===== src/verilog/fe_pred_pkg.sv =====
// predictor-side types: saturating counters, global history and the lookup results
// compiled first, fe_addr_pkg takes its history type from here
`default_nettype none

package fe_pred_pkg;

  localparam int HIST_W = 16;    // global history length
  localparam int TARGET_W = 48;  // predicted target, a full fetch address

  // newest branch outcome sits in bit 0
  typedef logic [HIST_W-1:0] ghist_t;

  // 2-bit saturating counter, 0..1 not taken, 2..3 taken
  typedef logic [1:0] ctr_t;

  localparam ctr_t CTR_INIT = 2'd1;  // weakly not taken
  localparam ctr_t CTR_MIN = 2'd0;
  localparam ctr_t CTR_MAX = 2'd3;

  // combined answer of the two counter tables
  typedef struct packed {
    logic taken;
  } dir_pred_t;

  // target buffer lookup for the current block
  typedef struct packed {
    logic                hit;
    logic [TARGET_W-1:0] target;
  } btb_pred_t;

endpackage

`default_nettype wire


===== src/verilog/fe_addr_pkg.sv =====
// fetch address, offered fetch block and retired branch update
// shared by the front end RTL and its testbench
`default_nettype none

package fe_addr_pkg;

  import fe_pred_pkg::*;

  localparam int ADDR_W = TARGET_W;  // byte address width
  localparam int BLOCK_BYTES = 16;
  localparam int BLOCK_OFF_W = $clog2(BLOCK_BYTES);  // low bits, always zero

  typedef logic [ADDR_W-1:0] addr_t;

  // one fetch block as offered to the decoder
  typedef struct packed {
    addr_t  ip;
    logic   pred_taken;
    addr_t  pred_target;
    ghist_t ghist;        // history the prediction was made with
  } fetch_t;

  // one retired branch from the back end
  typedef struct packed {
    logic   valid;
    addr_t  src_ip;       // block holding the branch
    addr_t  target;
    logic   taken;
    ghist_t ghist;        // history at fetch of that block
    logic   mispredict;
  } retire_t;

endpackage

`default_nettype wire


===== src/verilog/direction_predictor.sv =====
// taken/not-taken prediction from two 2-bit counter tables
// table A by block address, table B by address xor global history
`default_nettype none

module direction_predictor
  import fe_pred_pkg::*;
  import fe_addr_pkg::*;
#(
  parameter int DIR_IDX_W = 8
) (
  input  wire            clk,
  input  wire            rst,
  input  wire addr_t     cur_ip,
  input  wire ghist_t    cur_ghist,
  input  wire retire_t   retire,
  output dir_pred_t      dir
);

  localparam int DIR_ENTRIES = 1 << DIR_IDX_W;

  typedef logic [DIR_IDX_W-1:0] dir_idx_t;

  ctr_t [DIR_ENTRIES-1:0] tbl_a;  // address only
  ctr_t [DIR_ENTRIES-1:0] tbl_b;  // address mixed with history

  dir_idx_t rd_idx_a;
  dir_idx_t rd_idx_b;
  dir_idx_t wr_idx_a;
  dir_idx_t wr_idx_b;
  ctr_t     rd_a;
  ctr_t     rd_b;
  ctr_t     wr_a_old;
  ctr_t     wr_b_old;
  logic [2:0] ctr_sum;

  // one step toward the outcome, held at both ends
  function automatic ctr_t ctr_step(ctr_t c, logic up);
    ctr_t n;
    n = c;
    if (up && c != CTR_MAX) begin
      n = c + 2'd1;
    end else if (!up && c != CTR_MIN) begin
      n = c - 2'd1;
    end
    return n;
  endfunction

  // lookup for the block being fetched
  assign rd_idx_a = cur_ip[BLOCK_OFF_W +: DIR_IDX_W];
  assign rd_idx_b = rd_idx_a ^ cur_ghist[DIR_IDX_W-1:0];
  assign rd_a = tbl_a[rd_idx_a];
  assign rd_b = tbl_b[rd_idx_b];

  assign ctr_sum = {1'b0, rd_a} + {1'b0, rd_b};
  assign dir = '{taken: (ctr_sum >= 3'd4)};  // both weak taken or one strong

  // training side, same index pair as at fetch of the retired block
  assign wr_idx_a = retire.src_ip[BLOCK_OFF_W +: DIR_IDX_W];
  assign wr_idx_b = wr_idx_a ^ retire.ghist[DIR_IDX_W-1:0];
  assign wr_a_old = tbl_a[wr_idx_a];
  assign wr_b_old = tbl_b[wr_idx_b];

  always_ff @(posedge clk) begin
    if (rst) begin
      tbl_a <= {DIR_ENTRIES{CTR_INIT}};
      tbl_b <= {DIR_ENTRIES{CTR_INIT}};
    end else if (retire.valid) begin
      tbl_a[wr_idx_a] <= ctr_step(wr_a_old, retire.taken);
      tbl_b[wr_idx_b] <= ctr_step(wr_b_old, retire.taken);
    end
  end

  // trained counters never wrap past 3 or below 0
  a_ctr_up: assert property (@(posedge clk) disable iff (rst)
    retire.valid && retire.taken |=>
      tbl_a[$past(wr_idx_a)] >= $past(wr_a_old) &&
      tbl_b[$past(wr_idx_b)] >= $past(wr_b_old))
    else $error("taken retire wrapped a direction counter");

  a_ctr_down: assert property (@(posedge clk) disable iff (rst)
    retire.valid && !retire.taken |=>
      tbl_a[$past(wr_idx_a)] <= $past(wr_a_old) &&
      tbl_b[$past(wr_idx_b)] <= $past(wr_b_old))
    else $error("not-taken retire wrapped a direction counter");

endmodule

`default_nettype wire


===== config.mk =====
export PLATFORM = sky130hd
export DESIGN_NAME = direction_predictor
export DESIGN_NICKNAME = d
export VERILOG_FILES = /design/src/verilog/fe_pred_pkg.sv /design/src/verilog/fe_addr_pkg.sv /design/src/verilog/direction_predictor.sv
export SDC_FILE = /design/constraint.sdc
export NUM_CORES = 2
export LEC_CHECK = 0
export BUFFER_PORTS_ARGS = -buffer_cell sky130_fd_sc_hd__clkbuf_2
export CAP_MARGIN = 20
export CORE_UTILIZATION = 57
export CTS_BUF_LIST = sky130_fd_sc_hd__clkbuf_4 sky130_fd_sc_hd__clkbuf_8 sky130_fd_sc_hd__clkbuf_16
export DETAILED_ROUTE_END_ITERATION = 6
export PLACE_DENSITY_LB_ADDON = 0.05
export SLEW_MARGIN = 5
export SYNTH_ARGS = -nofsm -noshare
export SYNTH_HDL_FRONTEND = slang
export SYNTH_SLANG_ARGS = --single-unit

===== constraint.sdc =====
create_clock -name clk -period 6.1 [get_ports clk]
set_clock_uncertainty 0.1 [all_clocks]
set_input_delay 1.22 -clock clk [delete_from_list [all_inputs] [get_ports clk]]
set_output_delay 1.22 -clock clk [all_outputs]
set_load 0.01 [all_outputs]

Word-level counts from Yosys, hierarchy flattened
Cells that the tools add are included.
- bits in registers: 1024
- bits of input ports: 181
- output and inout port bits: 1
- multiplexer cells: 22
- equality and inequality tests: 2
- magnitude comparators: 7
- bitwise operators: 2
- reduce and logical (&&, ||, !) cells: 9
- add/sub/neg operators: 5
- operators by type and width (cell ; count):
    512-bit bitwise mux ; 2
    2-bit binary-select mux with 8-bit select ; 4
    8-bit by 9-bit less-than comparator with 1-bit output, second input constant ; 4
    2-bit demux with 8-bit select ; 2
    2-bit two-way mux ; 14
    8-bit by 1-bit >= comparator with 1-bit output, second input constant ; 2
    8-bit bitwise XOR ; 2
    1-bit logical AND ; 6
    2-bit by 1-bit adder with 2-bit output, second input constant ; 2
    2-bit inequality test, second input constant ; 2
    2-bit nonzero test ; 2
    2-bit by 1-bit subtractor with 2-bit output, second input constant ; 2
    2-bit by 2-bit adder with 3-bit output ; 1
    3-bit >= comparator, second input constant ; 1
    1-bit logical NOT ; 1

Depth between registers and ports, before layout
- depth after elaboration: 10
- mapped depth: 22

Worst setup path after synthesis
OpenSTA, ideal clock, no wires.
- path type: in2out
- from: in cur_ip[4]
- to: out dir
- path buffers: 3
- path slack: -0.332 ns
- stages on the path: 9
- arrival: 5.112 ns
- required time: 4.780 ns
- path through: buf_1 > buf_1 > buf_1 > mux4_2 > mux4_2 > mux4_2 > mux4_2 > ha_1 > a31o_2
- word-level cells in the longest chain between the ends: 5
- elaborated cells between the ends (all ways): 7
- those cells by class: add/sub: 1; order compare: 1; mux: 4; bitwise: 1
- RTL lines (element ; line ; text):
    from (decl) ; direction_predictor.sv:13 ; input wire addr_t cur_ip,
    8-bit bitwise XOR ; direction_predictor.sv:50 ; assign rd_idx_b = rd_idx_a ^ cur_ghist[DIR_IDX_W-1:0];
    2-bit binary-select mux with 8-bit select ; direction_predictor.sv:52 ; assign rd_b = tbl_b[rd_idx_b];
    2-bit two-way mux (not written as such) ; direction_predictor.sv:52 ;
    2-bit by 2-bit adder with 3-bit output * ; direction_predictor.sv:54 ; assign ctr_sum = {1'b0, rd_a} + {1'b0, rd_b};
    3-bit >= comparator * ; direction_predictor.sv:55 ; assign dir = '{taken: (ctr_sum >= 3'd4)};
    to (decl) ; direction_predictor.sv:16 ; output dir_pred_t dir
Every way passes the cells marked *; elsewhere a longest branch is shown, timed or not. The select of a mux whose other input is x is not followed.

Worst setup path after layout
Same ends and word-level chain as after synthesis.

==> parameters.txt <==
Parameter                              Value

Worst setup path
  CP max-delay cell    sky130_fd_sc_hd__mux4_2
  Kind of critical path    in2out
  Data required time of the critical path    4780 ps
  Worst Path Buf+Inv    4
  Critical path data arrival time    4900 ps
  Maximum cell stage delay along the critical path    ~610 ps
  Reg2reg start    tbl_b[492]$_SDFFE_PP1P_
  Critical path capture point type    output pin
  Maximum fanout count along the critical path    8
  Kind of launch point of the worst setup path    input port
  Worst r2r dst    tbl_b[453]$_SDFFE_PP0P_
  Cell breakdown of the critical path    buf_12 -> xnor2_4 -> buf_12 -> buf_16 -> mux4_2 -> mux4_2 -> mux4_2 -> mux4_2 -> ha_4 -> a31o_4 -> buf_6
  Top Family by Delay on Critical Path    multiplexers
  Cell with the most instances on the worst path    sky130_fd_sc_hd__mux4_2
  Number of cells on the worst reg-to-reg path    14
  R2R setup slack    1860 ps

Floorplanning
  Core area    91900 sq um
  Initial Utilization    between 50% and 60%
  Die outline area    around 94000 sq um
  Width of the die    around 310 um
  Boundary pin count    182
  Die H    between 300 and 400 um
  Number of core rows    111

Timing
  Number of max-slew violations in the final report    0
  Final worst slack    -120 ps
  Fmax    between 0.15 and 0.2 GHz
  Number of endpoints with negative hold slack in the final report    0
  Final cycle utilization of the critical path    102%
  Final Setup Violations    1
  Unrepaired setup endpoints after global routing    yes
  Hold slack final    386 ps
  Slew HR    22.1%
  Transition time at the pin with the least slew margin    1170 ps
  Final critical delay including setup and external delays    6220 ps

Placed design
  Detailed placement HPWL    106000 um
  Port buffer count    36
  Placed Cells incl. Taps    6121
  Place WS    -85.5 ps
  Cell Area, Placed    54900 sq um
  Placer congestion estimate    0.936

Route
  WL met1    66700 um
  Uppermost signal routing layer after detailed routing    met4
  Via count    43680
  Vias per std cell    slightly below 7
  Antenna Nets Post-Route    0
  Iter 0 DRT Violations    4780
  Post-route DRC    2
  Average routed wire per standard cell    26.7 um
  Met2 WL    just over 80000 um
  Overall routed net length    170000 um
  Sum of met3 wire segment lengths after detailed routing    roughly 14000 um
  Router iterations before antenna repair    7

Synthesis
  Cell area after synthesis    approximately 53000 sq um
  Post-synthesis instance total    5177
  Yosys Warn Count    0
  Post-synth top area share    38.7%
  Flop and latch count out of synthesis    1024
  Share of flip-flops with an asynchronous set or reset    0%
  Mean cell area of the mapped netlist    a little over 10 sq um
  Largest area contributor in the netlist    sky130_fd_sc_hd__dfxtp_1
  Dominant synthesized flop cell    sky130_fd_sc_hd__dfxtp_1
  Number of enable flip-flop cells after synthesis    0
  Sequential area share after synthesis    ~39%
  Post-Syn Nets    between 5000 and 6000
  Leading post-synthesis cells by cell area    sky130_fd_sc_hd__dfxtp_1 (39%), sky130_fd_sc_hd__mux4_2 (26%), sky130_fd_sc_hd__a21oi_1 (7.3%), sky130_fd_sc_hd__nor2_1 (4.2%), sky130_fd_sc_hd__a311oi_1 (4.0%)
  Cell variety after synth    52

Clock tree
  Clock net sink count    ~1000
  CTS root buf    sky130_fd_sc_hd__clkbuf_16
  Worst-case clock buffer depth    3
  Clock tree from TritonCTS    built
  Clock buffer count from CTS    110
  CTS H-Tree Depth    3
  Post-cts hold buffer count    0
  Worst-path clk slew    60 ps
  Worst-Skew Late Latency    710 ps

Status
  Violations in the final reports    design-rule violations, negative setup slack
  Run status    finished, violations left

Global routing
  Via count of the first global-routing pass    40934
  Total GRT Usage    35.7%
  Gr ovfl total    0
  Number of antenna violations at the first check in global routing    2
  Largest net degree at the start of global routing    216
  Global-route wire length before repair    between 200000 and 300000 um

Finish
  Layout cells sized above 1    22.8%
  Final net count    5203
  Most common cell after layout, fill and taps aside    sky130_fd_sc_hd__dfxtp_1
  Non-filler cells in the finished layout    6353
  Most frequent cells in the layout    sky130_fd_sc_hd__dfxtp_1 (1024), sky130_fd_sc_hd__a21oi_1 (771), sky130_fd_sc_hd__mux4_2 (615)
  Core Util, Final    64.6%
  Synth-to-layout area growth    12.1%
  Final design instance area without fill    59400 sq um

Hold path
  Class of the tightest hold or removal check    reg2reg
  Capture endpoint of the worst hold path    tbl_a[148]$_SDFFE_PP1P_
  Depth of the worst hold-timing path    2
  Hold path startpoint    tbl_a[148]$_SDFFE_PP1P_

Pwr
  Pwr per Cell Area    ~270 nW/um^2
  Maximum vdd drop    234 uV
  Cell leakage power    17.8 nW

Job
  Max-cap violation count    0
==> through the flow <==
step,setup TNS (ps),power [mW]
2_1_floorplan,0,8.32
3_3_place_gp,-87.1,8.98
3_5_place_dp,-85.5,8.99
4_1_cts,-39.5,16.2
5_1_grt,-111,16.6
6_report,-120,16.2
==> routing by layer <==
layer  global-route usage (%)  vias to the layer above
li1                         -                    19732
met1                     47.5                    21484
met2                     57.0                     2018
met3                     5.66                      446
met4                     17.7                        0
met5                        0                        -
==> cell families after synthesis <==
kind of cell	Yosys count	share of synthesized area [%]
simple gates	1275	9.95
compound gates	1615	18.6
buf+inv	575	5.09
xor+xnor	26	0.444
flops	1024	38.7
fa+ha+maj	5	0.118
mux	657	27.1
==> cell usage after synthesis (7+ instances only) <==
cell type,number
sky130_fd_sc_hd__mux4_2,615
sky130_fd_sc_hd__nor2b_1,8
sky130_fd_sc_hd__a211oi_1,277
sky130_fd_sc_hd__inv_1,14
sky130_fd_sc_hd__nor3_1,270
sky130_fd_sc_hd__o21ai_0,264
sky130_fd_sc_hd__nand3_1,34
sky130_fd_sc_hd__buf_4,36
sky130_fd_sc_hd__clkbuf_1,372
sky130_fd_sc_hd__nor2_1,596
sky130_fd_sc_hd__nand2_1,339
sky130_fd_sc_hd__xor2_1,11
sky130_fd_sc_hd__buf_6,42
sky130_fd_sc_hd__mux2i_1,33
sky130_fd_sc_hd__buf_2,63
sky130_fd_sc_hd__dfxtp_1,1024
sky130_fd_sc_hd__a31oi_1,7
sky130_fd_sc_hd__o22ai_1,7
sky130_fd_sc_hd__a311oi_1,240
sky130_fd_sc_hd__nand2b_1,8
sky130_fd_sc_hd__buf_1,46
sky130_fd_sc_hd__xnor2_1,14
sky130_fd_sc_hd__a21oi_1,772
sky130_fd_sc_hd__a22oi_1,24
==> sequential cells by signal, summed over array words and instances, names as in the netlist <==
| register | count |
|---|---|
| tbl_b | 512 |
| tbl_a | 512 |
==> tightest hold or removal path, cell delays in order, from the launching register on <==
cell and delay [ps]:
sky130_fd_sc_hd__dfxtp_1 340, sky130_fd_sc_hd__a21oi_1 60, sky130_fd_sc_hd__o21ai_0 60
==> what timing repair did <==
action | in CTS | in global routing
pin swaps | 1 | 3
setup buffers | 1 | 18
gates cloned | 3 | 4
gates resized for setup | 13 | 10
endpoints found under the setup margin | 1 | 1
==> final cells by class <==
| class | count | area (sq um) |
|---|---|---|
| Fill cell | 7356 | 32600 |
| Sequential cell | 1024 | 20500 |
| Tap cell | 1243 | 1560 |
| Antenna cell | 2 | 5.00 |
| Inverter | 15 | 56.3 |
| Timing Repair Buffer | 288 | 3100 |
| Multi-Input combinational cell | 3578 | 30200 |
| Clock inverter | 34 | 534 |
| Clock buffer | 169 | 3440 |
==> report_power, final <==
| part | leakage, nW | total [mW] | internal [mW] | switching, mW |
|---|---|---|---|---|
| clock network | 1.99 | 7.30 | 4.45 | 2.85 |
| registers | 8.27 | 6.72 | 6.70 | 0.0135 |
| logic | 7.51 | 2.22 | 0.691 | 1.53 |
==> worst max-delay path by stage <==
stage	start	endpoint	cells after the start
3_5_place_dp	cur_ip[4]	dir	11
2_1_floorplan	cur_ip[4]	dir	9
5_1_grt	cur_ip[4]	dir	12
4_1_cts	cur_ghist[0]	dir	12
6_report	cur_ip[4]	dir	11
3_3_place_gp	cur_ip[4]	dir	11
Power figures use the tool's default switching activity.
