## src/verilog/fe_pred_pkg.sv

```systemverilog
// predictor-side types: saturating counters, global history and the lookup results
// compiled first, fe_addr_pkg takes its history type from here
`default_nettype none

package fe_pred_pkg;

  localparam int HIST_W = 16;    // global history length
  localparam int TARGET_W = 48;  // predicted target, a full fetch address

  // newest branch outcome sits in bit 0
  typedef logic [HIST_W-1:0] ghist_t;

  // 2-bit saturating counter, 0..1 not taken, 2..3 taken
  typedef logic [1:0] ctr_t;

  localparam ctr_t CTR_INIT = 2'd1;  // weakly not taken
  localparam ctr_t CTR_MIN = 2'd0;
  localparam ctr_t CTR_MAX = 2'd3;

  // combined answer of the two counter tables
  typedef struct packed {
    logic taken;
  } dir_pred_t;

  // target buffer lookup for the current block
  typedef struct packed {
    logic                hit;
    logic [TARGET_W-1:0] target;
  } btb_pred_t;

endpackage

`default_nettype wire

```

## src/verilog/fe_addr_pkg.sv

```systemverilog
// fetch address, offered fetch block and retired branch update
// shared by the front end RTL and its testbench
`default_nettype none

package fe_addr_pkg;

  import fe_pred_pkg::*;

  localparam int ADDR_W = TARGET_W;  // byte address width
  localparam int BLOCK_BYTES = 16;
  localparam int BLOCK_OFF_W = $clog2(BLOCK_BYTES);  // low bits, always zero

  typedef logic [ADDR_W-1:0] addr_t;

  // one fetch block as offered to the decoder
  typedef struct packed {
    addr_t  ip;
    logic   pred_taken;
    addr_t  pred_target;
    ghist_t ghist;        // history the prediction was made with
  } fetch_t;

  // one retired branch from the back end
  typedef struct packed {
    logic   valid;
    addr_t  src_ip;       // block holding the branch
    addr_t  target;
    logic   taken;
    ghist_t ghist;        // history at fetch of that block
    logic   mispredict;
  } retire_t;

endpackage

`default_nettype wire

```

## src/verilog/next_ip_select.sv

```systemverilog
// fetch address and global history registers, next-block choice and retire redirect
// offers one block per cycle under a valid/ready handshake
`default_nettype none

module next_ip_select
  import fe_pred_pkg::*;
  import fe_addr_pkg::*;
#(
  parameter addr_t RESET_IP = 'h1000
) (
  input  wire            clk,
  input  wire            rst,
  input  wire dir_pred_t dir,
  input  wire btb_pred_t btb,
  input  wire retire_t   retire,
  output addr_t          cur_ip,
  output ghist_t         cur_ghist,
  output fetch_t         fetch,
  output logic           fetch_valid,
  input  wire            fetch_ready
);

  addr_t  ip_q;
  ghist_t ghist_q;
  logic   valid_q;

  logic   pred_taken;
  logic   xfer;
  logic   redirect;
  addr_t  seq_ip;
  addr_t  redirect_ip;

  // a taken prediction needs a target to go to
  assign pred_taken = dir.taken && btb.hit;
  assign seq_ip = ip_q + addr_t'(BLOCK_BYTES);

  assign xfer = fetch_valid && fetch_ready;
  assign redirect = retire.valid && retire.mispredict;
  assign redirect_ip = retire.taken ? retire.target
                                    : retire.src_ip + addr_t'(BLOCK_BYTES);

  always_ff @(posedge clk) begin
    if (rst) begin
      ip_q    <= RESET_IP;
      ghist_q <= '0;
      valid_q <= 1'b0;
    end else begin
      valid_q <= 1'b1;  // one idle cycle after reset
      if (redirect) begin
        // wins over a transfer, offered block is dropped
        ip_q    <= redirect_ip;
        ghist_q <= {retire.ghist[HIST_W-2:0], retire.taken};
      end else if (xfer) begin
        ip_q <= pred_taken ? addr_t'(btb.target) : seq_ip;
        if (btb.hit) begin
          ghist_q <= {ghist_q[HIST_W-2:0], pred_taken};
        end
      end
    end
  end

  assign cur_ip = ip_q;
  assign cur_ghist = ghist_q;
  assign fetch_valid = valid_q;

  assign fetch = '{
    ip:          ip_q,
    pred_taken:  pred_taken,
    pred_target: addr_t'(btb.target),
    ghist:       ghist_q
  };

  // stalled block holds, prediction may only move if the tables were trained
  a_hold: assert property (@(posedge clk) disable iff (rst)
    fetch_valid && !fetch_ready && !redirect |=>
      fetch_valid && $stable(fetch.ip) && $stable(fetch.ghist) &&
      ($past(retire.valid) || $stable(fetch)))
    else $error("fetch block changed while stalled");

endmodule

`default_nettype wire

```

## config.mk

```make
export PLATFORM = sky130hd
export DESIGN_NAME = next_ip_select
export DESIGN_NICKNAME = d
export VERILOG_FILES = /design/src/verilog/fe_pred_pkg.sv /design/src/verilog/fe_addr_pkg.sv /design/src/verilog/next_ip_select.sv
export SDC_FILE = /design/constraint.sdc
export NUM_CORES = 1
export LEC_CHECK = 0
export BUFFER_PORTS_ARGS = -buffer_cell sky130_fd_sc_hd__buf_2
export CORE_AREA = 2 2 134 136
export DETAILED_ROUTE_END_ITERATION = 8
export DIE_AREA = 0 0 136 138
export GPL_ROUTABILITY_DRIVEN = 1
export PLACE_DENSITY = 0.67
export SYNTH_ARGS = -nofsm -noshare
export SYNTH_HDL_FRONTEND = slang
export SYNTH_SLANG_ARGS = --single-unit
```

## constraint.sdc

```tcl
create_clock -name clk -period 4.57 [get_ports clk]
set_input_delay 0.457 -clock clk [delete_from_list [all_inputs] [get_ports clk]]
set_output_delay 0.457 -clock clk [all_outputs]
set_load 0.01 [all_outputs]
```

# Yosys cells after proc, flatten, opt, wreduce, memory -nomap -nowiden
# Cells that the tools add are included.
[totals] input_bits=168 romBits=0 output_inout_bits=178 mem_count=0 elab_cells=19 latch_bits=0 ff_bits=65 ram_bits=0
[classes] bitwise_logic=0 n_div=0 eq_ne=0 muxes=8 add_sub_neg=2 n_mul=0 n_shift=0 reduce_logical=6 n_lt_le_gt_ge=0
[ops] cell="48-bit two-way mux" n=4
[ops] cell="48-bit by 5-bit adder with 48-bit output (second input constant)" n=2
[ops] cell="16-bit two-way mux" n=3
[ops] cell="2-bit nonzero test" n=2
[ops] cell="1-bit logical AND" n=3
[ops] cell="2-bit AND reduction" n=1
[ops] cell="1-bit two-way mux" n=1

# Logic depth before layout (Yosys ltp)
# Gate-level depths: netlist (run 1).
[logic_depth] depth_word=4 ltp_mapped=8 mapped_depth_nobuf=7

# Worst setup path before layout (run 1)
# Ideal clock, no wire load.
[synth_path] kind="flip-flop to flip-flop" start="reg ip_q[4], in the netlist cur_ip[4]" end="reg ip_q[46], in the netlist cur_ip[46]" arrival_ns=2.036 setup_time_ns=0.117 path_stages_with_launch=9 path_buffers=1 slack_ns=2.417 path_cell_list="dfxtp_1 > ha_1 > nand4_2 > nor4_4 > and2_1 > buf_2 > nand4_1 > xnor2_1 > a22o_1"
[synth_between] elab_chain_cells=4
[synth_rtl] element="start, declared" line="next_ip_select.sv:23" source="addr_t ip_q;"
[synth_rtl] element="start signal, assigned" line="next_ip_select.sv:51" source="ip_q <= redirect_ip;"
[synth_rtl] element="start signal, assigned" line="next_ip_select.sv:54" source="ip_q <= pred_taken ? addr_t'(btb.target) : seq_ip;"
[synth_rtl] element="48-bit by 5-bit adder with 48-bit output" line="next_ip_select.sv:35" source="assign seq_ip = ip_q + addr_t'(BLOCK_BYTES);"
[synth_rtl] element="48-bit two-way mux" line="next_ip_select.sv:54"
[synth_rtl] element="48-bit two-way mux" line="next_ip_select.sv:53" source="end else if (xfer) begin"
[synth_rtl] element="48-bit two-way mux" line="next_ip_select.sv:49" source="if (redirect) begin"
# No other way between the ends. The select of a mux whose other input is x is not followed.
# A chain may end at the register's enable or synchronous reset.

# Worst setup path in the final report (run 1)
# Ends and elaborated chain as after synthesis.

==> results of run 1 <==
## through the flow
step	worst slack [ns]	utilization, %	hold slack (ns)	std cells	area (µm²)
after floorplan	2.417	-	0.5318	836	6310
after detailed placement	1.733	41.94	0.5100	1256	7355
final	1.894	43.76	0.4104	1272	7674
after global placement	1.815	41.94	0.5031	1256	7355
after CTS	1.921	43.76	0.3954	1272	7674
after global routing	1.760	43.76	0.4142	1272	7674
## per-layer routing
metal	up-vias	routed length, µm	global-route usage [%]
met5	-	0	0
met3	32	2473	5.647
li1	3428	-	-
met2	386	11470	39.91
met4	0	428	6.634
met1	3343	10040	33.46
## critical path, cell delays in order, from the launching register on
cell	delay [ns]
dfxtp_1	0.46
ha_1	0.29
nand4_2	0.27
nor4_4	0.63
and2_1	0.37
nand4_1	0.17
xnor2_1	0.16
a22o_1	0.21
## synth_stat cells, types with 6 or more instances
cell	n	area, µm²
xnor2_1	30	262.8
nand4_1	25	156.4
mux2i_1	21	210.2
inv_1	11	41.29
nand2_1	48	180.2
a221oi_1	25	219.0
and4_1	8	70.07
a21oi_1	36	180.2
nor4_1	17	106.4
o21ai_0	39	195.2
and2_1	10	62.56
xor2_1	20	175.2
nor2_1	81	304.0
clkbuf_1	36	135.1
buf_4	114	855.8
a22oi_1	11	82.58
o211ai_1	7	52.55
dfxtp_1	65	1301
nand3_1	34	170.2
and3_1	15	93.84
a311oi_1	6	52.55
a211oi_1	31	232.7
o21a_1	6	45.04
buf_2	10	50.05
o31ai_1	8	60.06
a31oi_1	11	68.82
nor3_1	27	135.1
## cell families after synthesis
| logic type | share of synthesized area (%) |
|---|---|
| xor gates and xnor gates | 6.940 |
| adders and majority gates | 0.3965 |
| buffers and inverters | 17.99 |
| muxes | 3.331 |
| AOI/OAI and AO/OA | 25.08 |
| DFF | 20.62 |
| and+or+nand+nor | 25.64 |
## layout make-up
cell class              count  area share, %
inverters                  12         0.5870
multi-input cells         592          50.76
flip-flops and latches     65          16.96
well taps                 229          3.734
clock inverters             7          1.223
clock buffers               9          2.935
repair buffers            358          23.81
## path summary, 6_finish.rpt
kind | endpoint | slack, ns | depth (start not counted)
max | cur_ip[46] | 1.89 | 7
min | cur_ghist[15] | 0.41 | 3
max reg2reg | cur_ip[46] | 1.89 | 7
min reg2reg | cur_ip[2] | 0.51 | 2
## power by group
part | internal (W) | total [W] | switching [W] | leakage, nW
logic | 0.000235 | 0.000552 | 0.000317 | 2.80
clock network | 0.000478 | 0.000753 | 0.000275 | 0.152
registers | 0.000610 | 0.000684 | 0.0000738 | 0.535
total | 0.00132 | 0.00199 | 0.000666 | 3.48
## sequential cells by signal, summed over array words and instances, names as in the netlist
name and count:
cur_ip 48, fetch_valid 1, cur_ghist 16
==> run metrics, run 1 <==
clock root buffer=clkbuf_16; RSZ-0062 raised after global routing=no; Static Leakage=3.483 nW; Critical Path Source Type=register; pin count of the biggest net entering global routing=43; most frequent cells in the layout=344 x buf_2, 80 x nor2_1, 65 x dfxtp_1; clk_skew=0.01093 ns; nets=1208; post-CTS sizing=0; Gate Count Post-Synth=836; die footprint=18770 µm²; crit path kind=register to register; sequential area share after synthesis=20.62%; Initial Util=35.99%; Hold Crit Class=primary input to register; Final min period=2.676 ns; share of synthesized flip-flops with an asynchronous set or reset=0%; PwrDens=259.1 nW/µm²; peak fanout along the critical path=10; share of cells above drive strength 1=38.83%; Sink Count=65; GP Congestion=0.9141; core area=17530 µm²; Post-CTS Setup Bufs=0; Vias/cell=5.652; drt first pass iters=7; Slew Limit Fails=0; first-pass GRT wire length=36.36 mm; Final Setup Violations=0; n_diodes=0; Synth Warn #=0; Post-Route WL=24.41 mm; DP HPWL=18.65 mm; Post-DRT Antenna Nets=0; FF/Latch Area=1301 µm²; post-synth net total=1006; Post-Syn Area=6310 µm²; HP Start=retire[15]; most common cell after layout, fill and taps aside=buf_2; Critical R2R Launch=cur_ip[4]; CTS tree=built; VDD IR max=0.0001322 V; Rows=49; initial antenna violation count=0; CTS Buf Count=9; hold_buf cts=0; Top Ports=346; vias=7189; Post-route DRC=0; number of synthesized flops with an enable pin=0; total grt overflow=0; Synth Flop Type=dfxtp_1; H-tree depth=3; routed length per instance=19.19 µm; status=completed; clock latency on the worst-skew pair=0.33 ns; register bit count reported by yosys=65; Max clock buf depth=2; Synth Area per Inst=7.548 µm²; synth unique cells=69; total power=0.001988 W; Fill cells=1861; Area Growth Syn to Fin=21.61%; area of the multi-input gates=3895 µm²; Crit. End Element=register; Die H=138 µm; Worst Path Required=4.79 ns; Final Hold Fails=0; TNS Setup=0 ns; number of max-cap violations=0; All-Layer GR Usage=24.86%; period utilization=58.56%; number of global-route vias before repair=6275; worst-margin pin slew=1.086 ns; Achievable Freq=0.3737 GHz; Worst Setup SP=cur_ip[4]; DR iter-0 viols=570; die width=136 µm; crit path DAT=2.90 ns; IO buf count=344; Slew headroom=27.45%; clock slew seen by the registers of the worst setup and hold paths=0.06 ns
(Power assumes the default switching activity.)
==> inputs of run 2 (changes only) <==
Settings changed: CORE_AREA 2 2 134 136 to 2 2 135 137, DIE_AREA 0 0 136 138 to 0 0 137 139, PLACE_DENSITY 0.67 to 0.66.
Clock period 4.57 ns to 2.8 ns, I/O delays scaled along.
==> run 2 against run 1 <==
Net effect:
- worst setup slack worse by 1.5 ns
- first-iteration DRC count is 11% higher
- die area is 1.5% higher
- register-to-register slack worse by 1.5 ns
- critical path type unchanged
- largest power group unchanged
- highest routed layer unchanged
==> run metrics, run 2 (same netlist as run 1, synthesis figures left out) <==
status=completed (unchanged); Hold Crit Class=primary input to register (unchanged); clk_skew=0.01027 ns (was 0.01093 ns); Post-route DRC=0 (unchanged); clock latency on the worst-skew pair=0.33 ns (about the same); worst-margin pin slew=0.8957 ns (was 1.086 ns); Worst path slowest cell=dfxtp_1 (was nor4_4); period utilization=86.10% (was 58.56%); CTS tree=built (unchanged); Vias/cell=5.610 (was 5.652); initial antenna violation count=1 (was 0); max FFs per register=48 (unchanged); Post-Route WL=25.27 mm (was 24.41 mm); sequential power share=33.4% (was 34.4%); Post-DRT Antenna Nets=0 (unchanged); drt first pass iters=5 (was 7); Final Hold Fails=0 (unchanged); routed length per instance=19.51 µm (was 19.19 µm); switching power=0.001087 W (was 0.0006660 W); H-tree depth=3 (unchanged); RSZ-0062 raised after global routing=no (unchanged); total power=0.003307 W (was 0.001988 W); Slew headroom=40.06% (was 27.45%); Rows=49 (unchanged); nets=1230 (was 1208); DR iter-0 viols=635 (was 570); DP HPWL=19.90 mm (was 18.65 mm); combinational share of power=28.3% (was 27.7%); Worst Path Required=3.03 ns (was 4.79 ns); Achievable Freq=0.4148 GHz (was 0.3737 GHz); crit-path cells=ha_1 > nand4_2 > nor4_4 > and2_1 > nand4_1 > xnor2_1 > a22o_1 (unchanged); Slew Limit Fails=0 (unchanged); CP top delay family=simple AND/OR/NAND/NOR gates (unchanged); number of global-route vias before repair=6606 (was 6275); PwrDens=421.2 nW/µm² (was 259.1 nW/µm²); crit path DAT=2.64 ns (was 2.90 ns); Max stage delay on crit path=0.43 ns (was 0.63 ns); share of cells above drive strength 1=40.09% (was 38.83%); TNS Setup=0 ns (unchanged); Sink Count=65 (unchanged); die width=137 µm (was 136 µm); Final min period=2.411 ns (was 2.676 ns); core area=17660 µm² (was 17530 µm²); hold_buf cts=0 (unchanged); GP Congestion=0.8780 (was 0.9141); Final Setup Violations=0 (unchanged); Post-CTS Setup Bufs=0 (unchanged); most common cell after layout, fill and taps aside=buf_2 (unchanged); number of max-cap violations=0 (unchanged); total grt overflow=0 (unchanged); CTS Buf Count=9 (unchanged); Top Ports=346 (unchanged); pin count of the biggest net entering global routing=42 (was 43); clock slew seen by the registers of the worst setup and hold paths=0.06 ns (about the same); Clk pwr share=38.3% (was 37.9%); Int Pwr=0.002220 W (was 0.001322 W); crit path buf inv count=0 (unchanged); clock root buffer=clkbuf_16 (unchanged); Area Growth Syn to Fin=24.45% (was 21.61%); Initial Util=35.74% (was 35.99%); die footprint=19040 µm² (was 18770 µm²); Die H=139 µm (was 138 µm); first-pass GRT wire length=37.80 mm (was 36.36 mm); All-Layer GR Usage=25.73% (was 24.86%); Max clock buf depth=2 (unchanged); vias=7265 (was 7189); Critical Path Source Type=register (unchanged); peak fanout along the critical path=6 (was 10); most frequent cells in the layout=344 x buf_2, 80 x nor2_1, 65 x dfxtp_1 (unchanged); post-CTS sizing=0 (unchanged); Static Leakage=3.601 nW (was 3.483 nW); IO buf count=344 (unchanged); VDD IR max=0.0002863 V (was 0.0001322 V); crit path kind=register to register (unchanged); sw frac=32.87% (was 33.50%); Crit. End Element=register (unchanged)
## run 2: area by class of cell
class / instances / area, µm²
sequential: 65 / 1301
inverter: 12 / 45.04
tap: 229 / 286.5
clock buffer: 11 / 252.7
multi-input combinational: 592 / 3895
fill: 1859 / 9804
clock inverter: 5 / 77.57
timing repair buffer: 380 / 1992
antenna: 1 / 2.502
## run 2: per-stage QoR
step / area (µm²) / worst slack, ns / hold WS [ns] / utilization (%) / std cells
after global placement: 7520 / 0.2951 / 0.5004 / 42.59 / 1278
after detailed placement: 7520 / 0.2782 / 0.5059 / 42.59 / 1278
after floorplan: 6310 / 0.6467 / 0.4626 / - / 836
after global routing: 7853 / 0.2020 / 0.2287 / 44.47 / 1295
final: 7853 / 0.3892 / 0.2299 / 44.47 / 1295
after CTS: 7850 / 0.4023 / 0.2233 / 44.46 / 1294
## run 2: power by group through the flow
stage	logic, W	registers [W]	clock network [W]
4_1_cts	0.000937	0.00110	0.00128
2_1_floorplan	0.000568	0.00113	0
5_1_grt	0.00102	0.00112	0.00133
3_3_place_gp	0.000927	0.00112	0
3_5_place_dp	0.000934	0.00112	0
6_report	0.000936	0.00111	0.00127
## run 2: worst reg2reg max path: cells and delay by family (launching register included)
| kind | cells | cell delay, ns |
|---|---|---|
| compound gates | 1 | 0.21 |
| simple gates | 4 | 1.24 |
| xor+xnor | 1 | 0.17 |
| fa+ha+maj | 1 | 0.27 |
| flops | 1 | 0.43 |
## run 2: worst paths after layout
kind / startpoint / to / slack (ns) / depth (start not counted)
setup / recovery: cur_ip[5] / cur_ip[46] / 0.39 / 7
hold / removal: retire[12] / cur_ghist[12] / 0.23 / 3
setup reg to reg: cur_ip[5] / cur_ip[46] / 0.39 / 7
hold reg to reg: cur_ip[1] / cur_ip[1] / 0.51 / 2
## run 2: layer usage
metal	vias to the layer above	GRT usage [%]	wire, µm
met5	-	0	0
met4	0	8.844	499
met3	30	3.472	1995
met2	375	42.50	12090
met1	3383	34.13	10680
li1	3477	-	-
==> inputs of run 3 (changes only) <==
Settings changed: CORE_AREA 2 2 135 137 to 2 2 134 136, CTS_BUF_LIST set to sky130_fd_sc_hd__clkbuf_4 sky130_fd_sc_hd__clkbuf_8, DIE_AREA 0 0 137 139 to 0 0 136 138, PLACE_DENSITY 0.66 to 0.67.
==> run 3 against run 2 <==
Net effect:
- count of clock-buffer cells in the layout fell by 1
- non-clock buffer count rose by 1
- global-route usage fell by 0.55 points
- critical endpoint unchanged
- highest routed layer unchanged
==> run metrics, run 3 (same netlist as run 1, synthesis figures left out) <==
TNS Setup=0 ns (unchanged); CTS tree=built (unchanged); vias=7278 (was 7265); Post-Layout Inst Area=7754 µm² (was 7853 µm²); share of cells above drive strength 1=40.09% (unchanged); DP HPWL=19.18 mm (was 19.90 mm); Reg2Reg Setup Slack=0.39 ns (about the same); Worst Setup SP=cur_ip[4] (was cur_ip[5]); PwrDens=368.0 nW/µm² (was 421.2 nW/µm²); CTS Buf Count=9 (unchanged); IO buf count=344 (unchanged); number of global-route vias before repair=6558 (was 6606); drt first pass iters=5 (unchanged); Die H=138 µm (was 139 µm); RSZ-0062 raised after global routing=no (unchanged); most common cell after layout, fill and taps aside=buf_2 (unchanged); worst-margin pin slew=0.9107 ns (was 0.8957 ns); peak fanout along the critical path=7 (was 6); total power=0.002853 W (was 0.003307 W); first-pass GRT wire length=37.05 mm (was 37.80 mm); status=completed (unchanged); die width=136 µm (was 137 µm); n_diodes=0 (was 1); Final Hold Fails=0 (unchanged); Final min period=2.414 ns (was 2.411 ns); Post-Route WL=24.54 mm (was 25.27 mm); DR iter-0 viols=651 (was 635); clock latency on the worst-skew pair=0.35 ns (was 0.33 ns); Area Growth Syn to Fin=22.88% (was 24.45%); Post-CTS Setup Bufs=0 (unchanged); Max clock buf depth=2 (unchanged); All-Layer GR Usage=25.19% (was 25.73%); total grt overflow=0 (unchanged); initial antenna violation count=0 (was 1); crit path DAT=2.65 ns (was 2.64 ns); max FFs per register=48 (unchanged); number of max-cap violations=0 (unchanged); dpl cell area=7565 µm² (was 7520 µm²); Post-DRT Antenna Nets=0 (unchanged); Achievable Freq=0.4142 GHz (was 0.4148 GHz); Critical Path Source Type=register (unchanged); clock slew seen by the registers of the worst setup and hold paths=0.08 ns (was 0.06 ns); crit path kind=register to register (unchanged); routed length per instance=18.96 µm (was 19.51 µm); Critical R2R Launch=cur_ip[4] (was cur_ip[5]); GP Congestion=0.9425 (was 0.8780); Crit. End Element=register (unchanged); period utilization=86.23% (was 86.10%); Vias/cell=5.624 (was 5.610); clock root buffer=clkbuf_8 (was clkbuf_16); VDD IR max=0.0002240 V (was 0.0002863 V); hold_buf cts=0 (unchanged); post-CTS sizing=0 (unchanged); core area=17530 µm² (was 17660 µm²); pin count of the biggest net entering global routing=44 (was 42); Static Leakage=3.545 nW (was 3.601 nW); Hold Crit Class=primary input to register (unchanged); Sink Count=65 (unchanged); Top Ports=346 (unchanged); most frequent cells in the layout=344 x buf_2, 80 x nor2_1, 65 x dfxtp_1 (unchanged); Slew headroom=39.06% (was 40.06%); nets=1231 (was 1230); total placed cells including tap cells=1279 (was 1278); Final Setup Violations=0 (unchanged); die footprint=18770 µm² (was 19040 µm²); Post-Layout Cell Count=1294 (was 1295); Initial Util=35.99% (was 35.74%); Slew Limit Fails=0 (unchanged); Worst Path Required=3.04 ns (was 3.03 ns); Post-route DRC=0 (unchanged); HP Start=retire[14] (was retire[12]); H-tree depth=3 (unchanged); clk_skew=0.01911 ns (was 0.01027 ns); Rows=49 (unchanged)
run 3: layout make-up:
class | count | area (µm²)
clock inverters | 5 | 57.56
clock buffers | 10 | 131.4
multi-input cells | 592 | 3895
well taps | 229 | 286.5
flip-flops and latches | 65 | 1301
fillers | 1823 | 9781
inverters | 12 | 45.04
repair buffers | 381 | 2037
run 3: report_power, final:
part / internal [W] / switching [W]
Sequential: 0.000994 / 0.000108
Clock: 0.000415 / 0.000395
Combinational: 0.000407 / 0.000534
Total: 0.00182 / 0.00104
run 3: path summary, 6_finish.rpt:
kind | end | cells after the start
hold reg to reg | cur_ip[2] | 2
setup reg to reg | cur_ip[46] | 7
setup / recovery | cur_ip[46] | 7
hold / removal | cur_ghist[14] | 3
run 3: routing by layer:
| layer | track usage, % | up-vias | share of wire [%] |
|---|---|---|---|
| met5 | 0 | - | 0 |
| met3 | 3.777 | 30 | 8.4 |
| li1 | - | 3468 | - |
| met4 | 7.401 | 0 | 1.9 |
| met2 | 41.55 | 396 | 47 |
| met1 | 33.87 | 3384 | 43 |
run 3: per-stage QoR:
step | hold WS, ns | util, % | setup slack, ns
after floorplan | 0.4626 | - | 0.6467
final | 0.2236 | 44.22 | 0.3856
after global routing | 0.1991 | 44.22 | 0.1985
after CTS | 0.1982 | 44.22 | 0.4063
after detailed placement | 0.5092 | 43.14 | 0.2968
after global placement | 0.5012 | 43.14 | 0.3234
run 3: critical path: stages, from the launching register on:
cell	delay, ns
dfxtp_1	0.43
ha_1	0.27
nand4_2	0.29
nor4_4	0.47
and2_1	0.34
nand4_1	0.15
xnor2_1	0.16
a22o_1	0.20
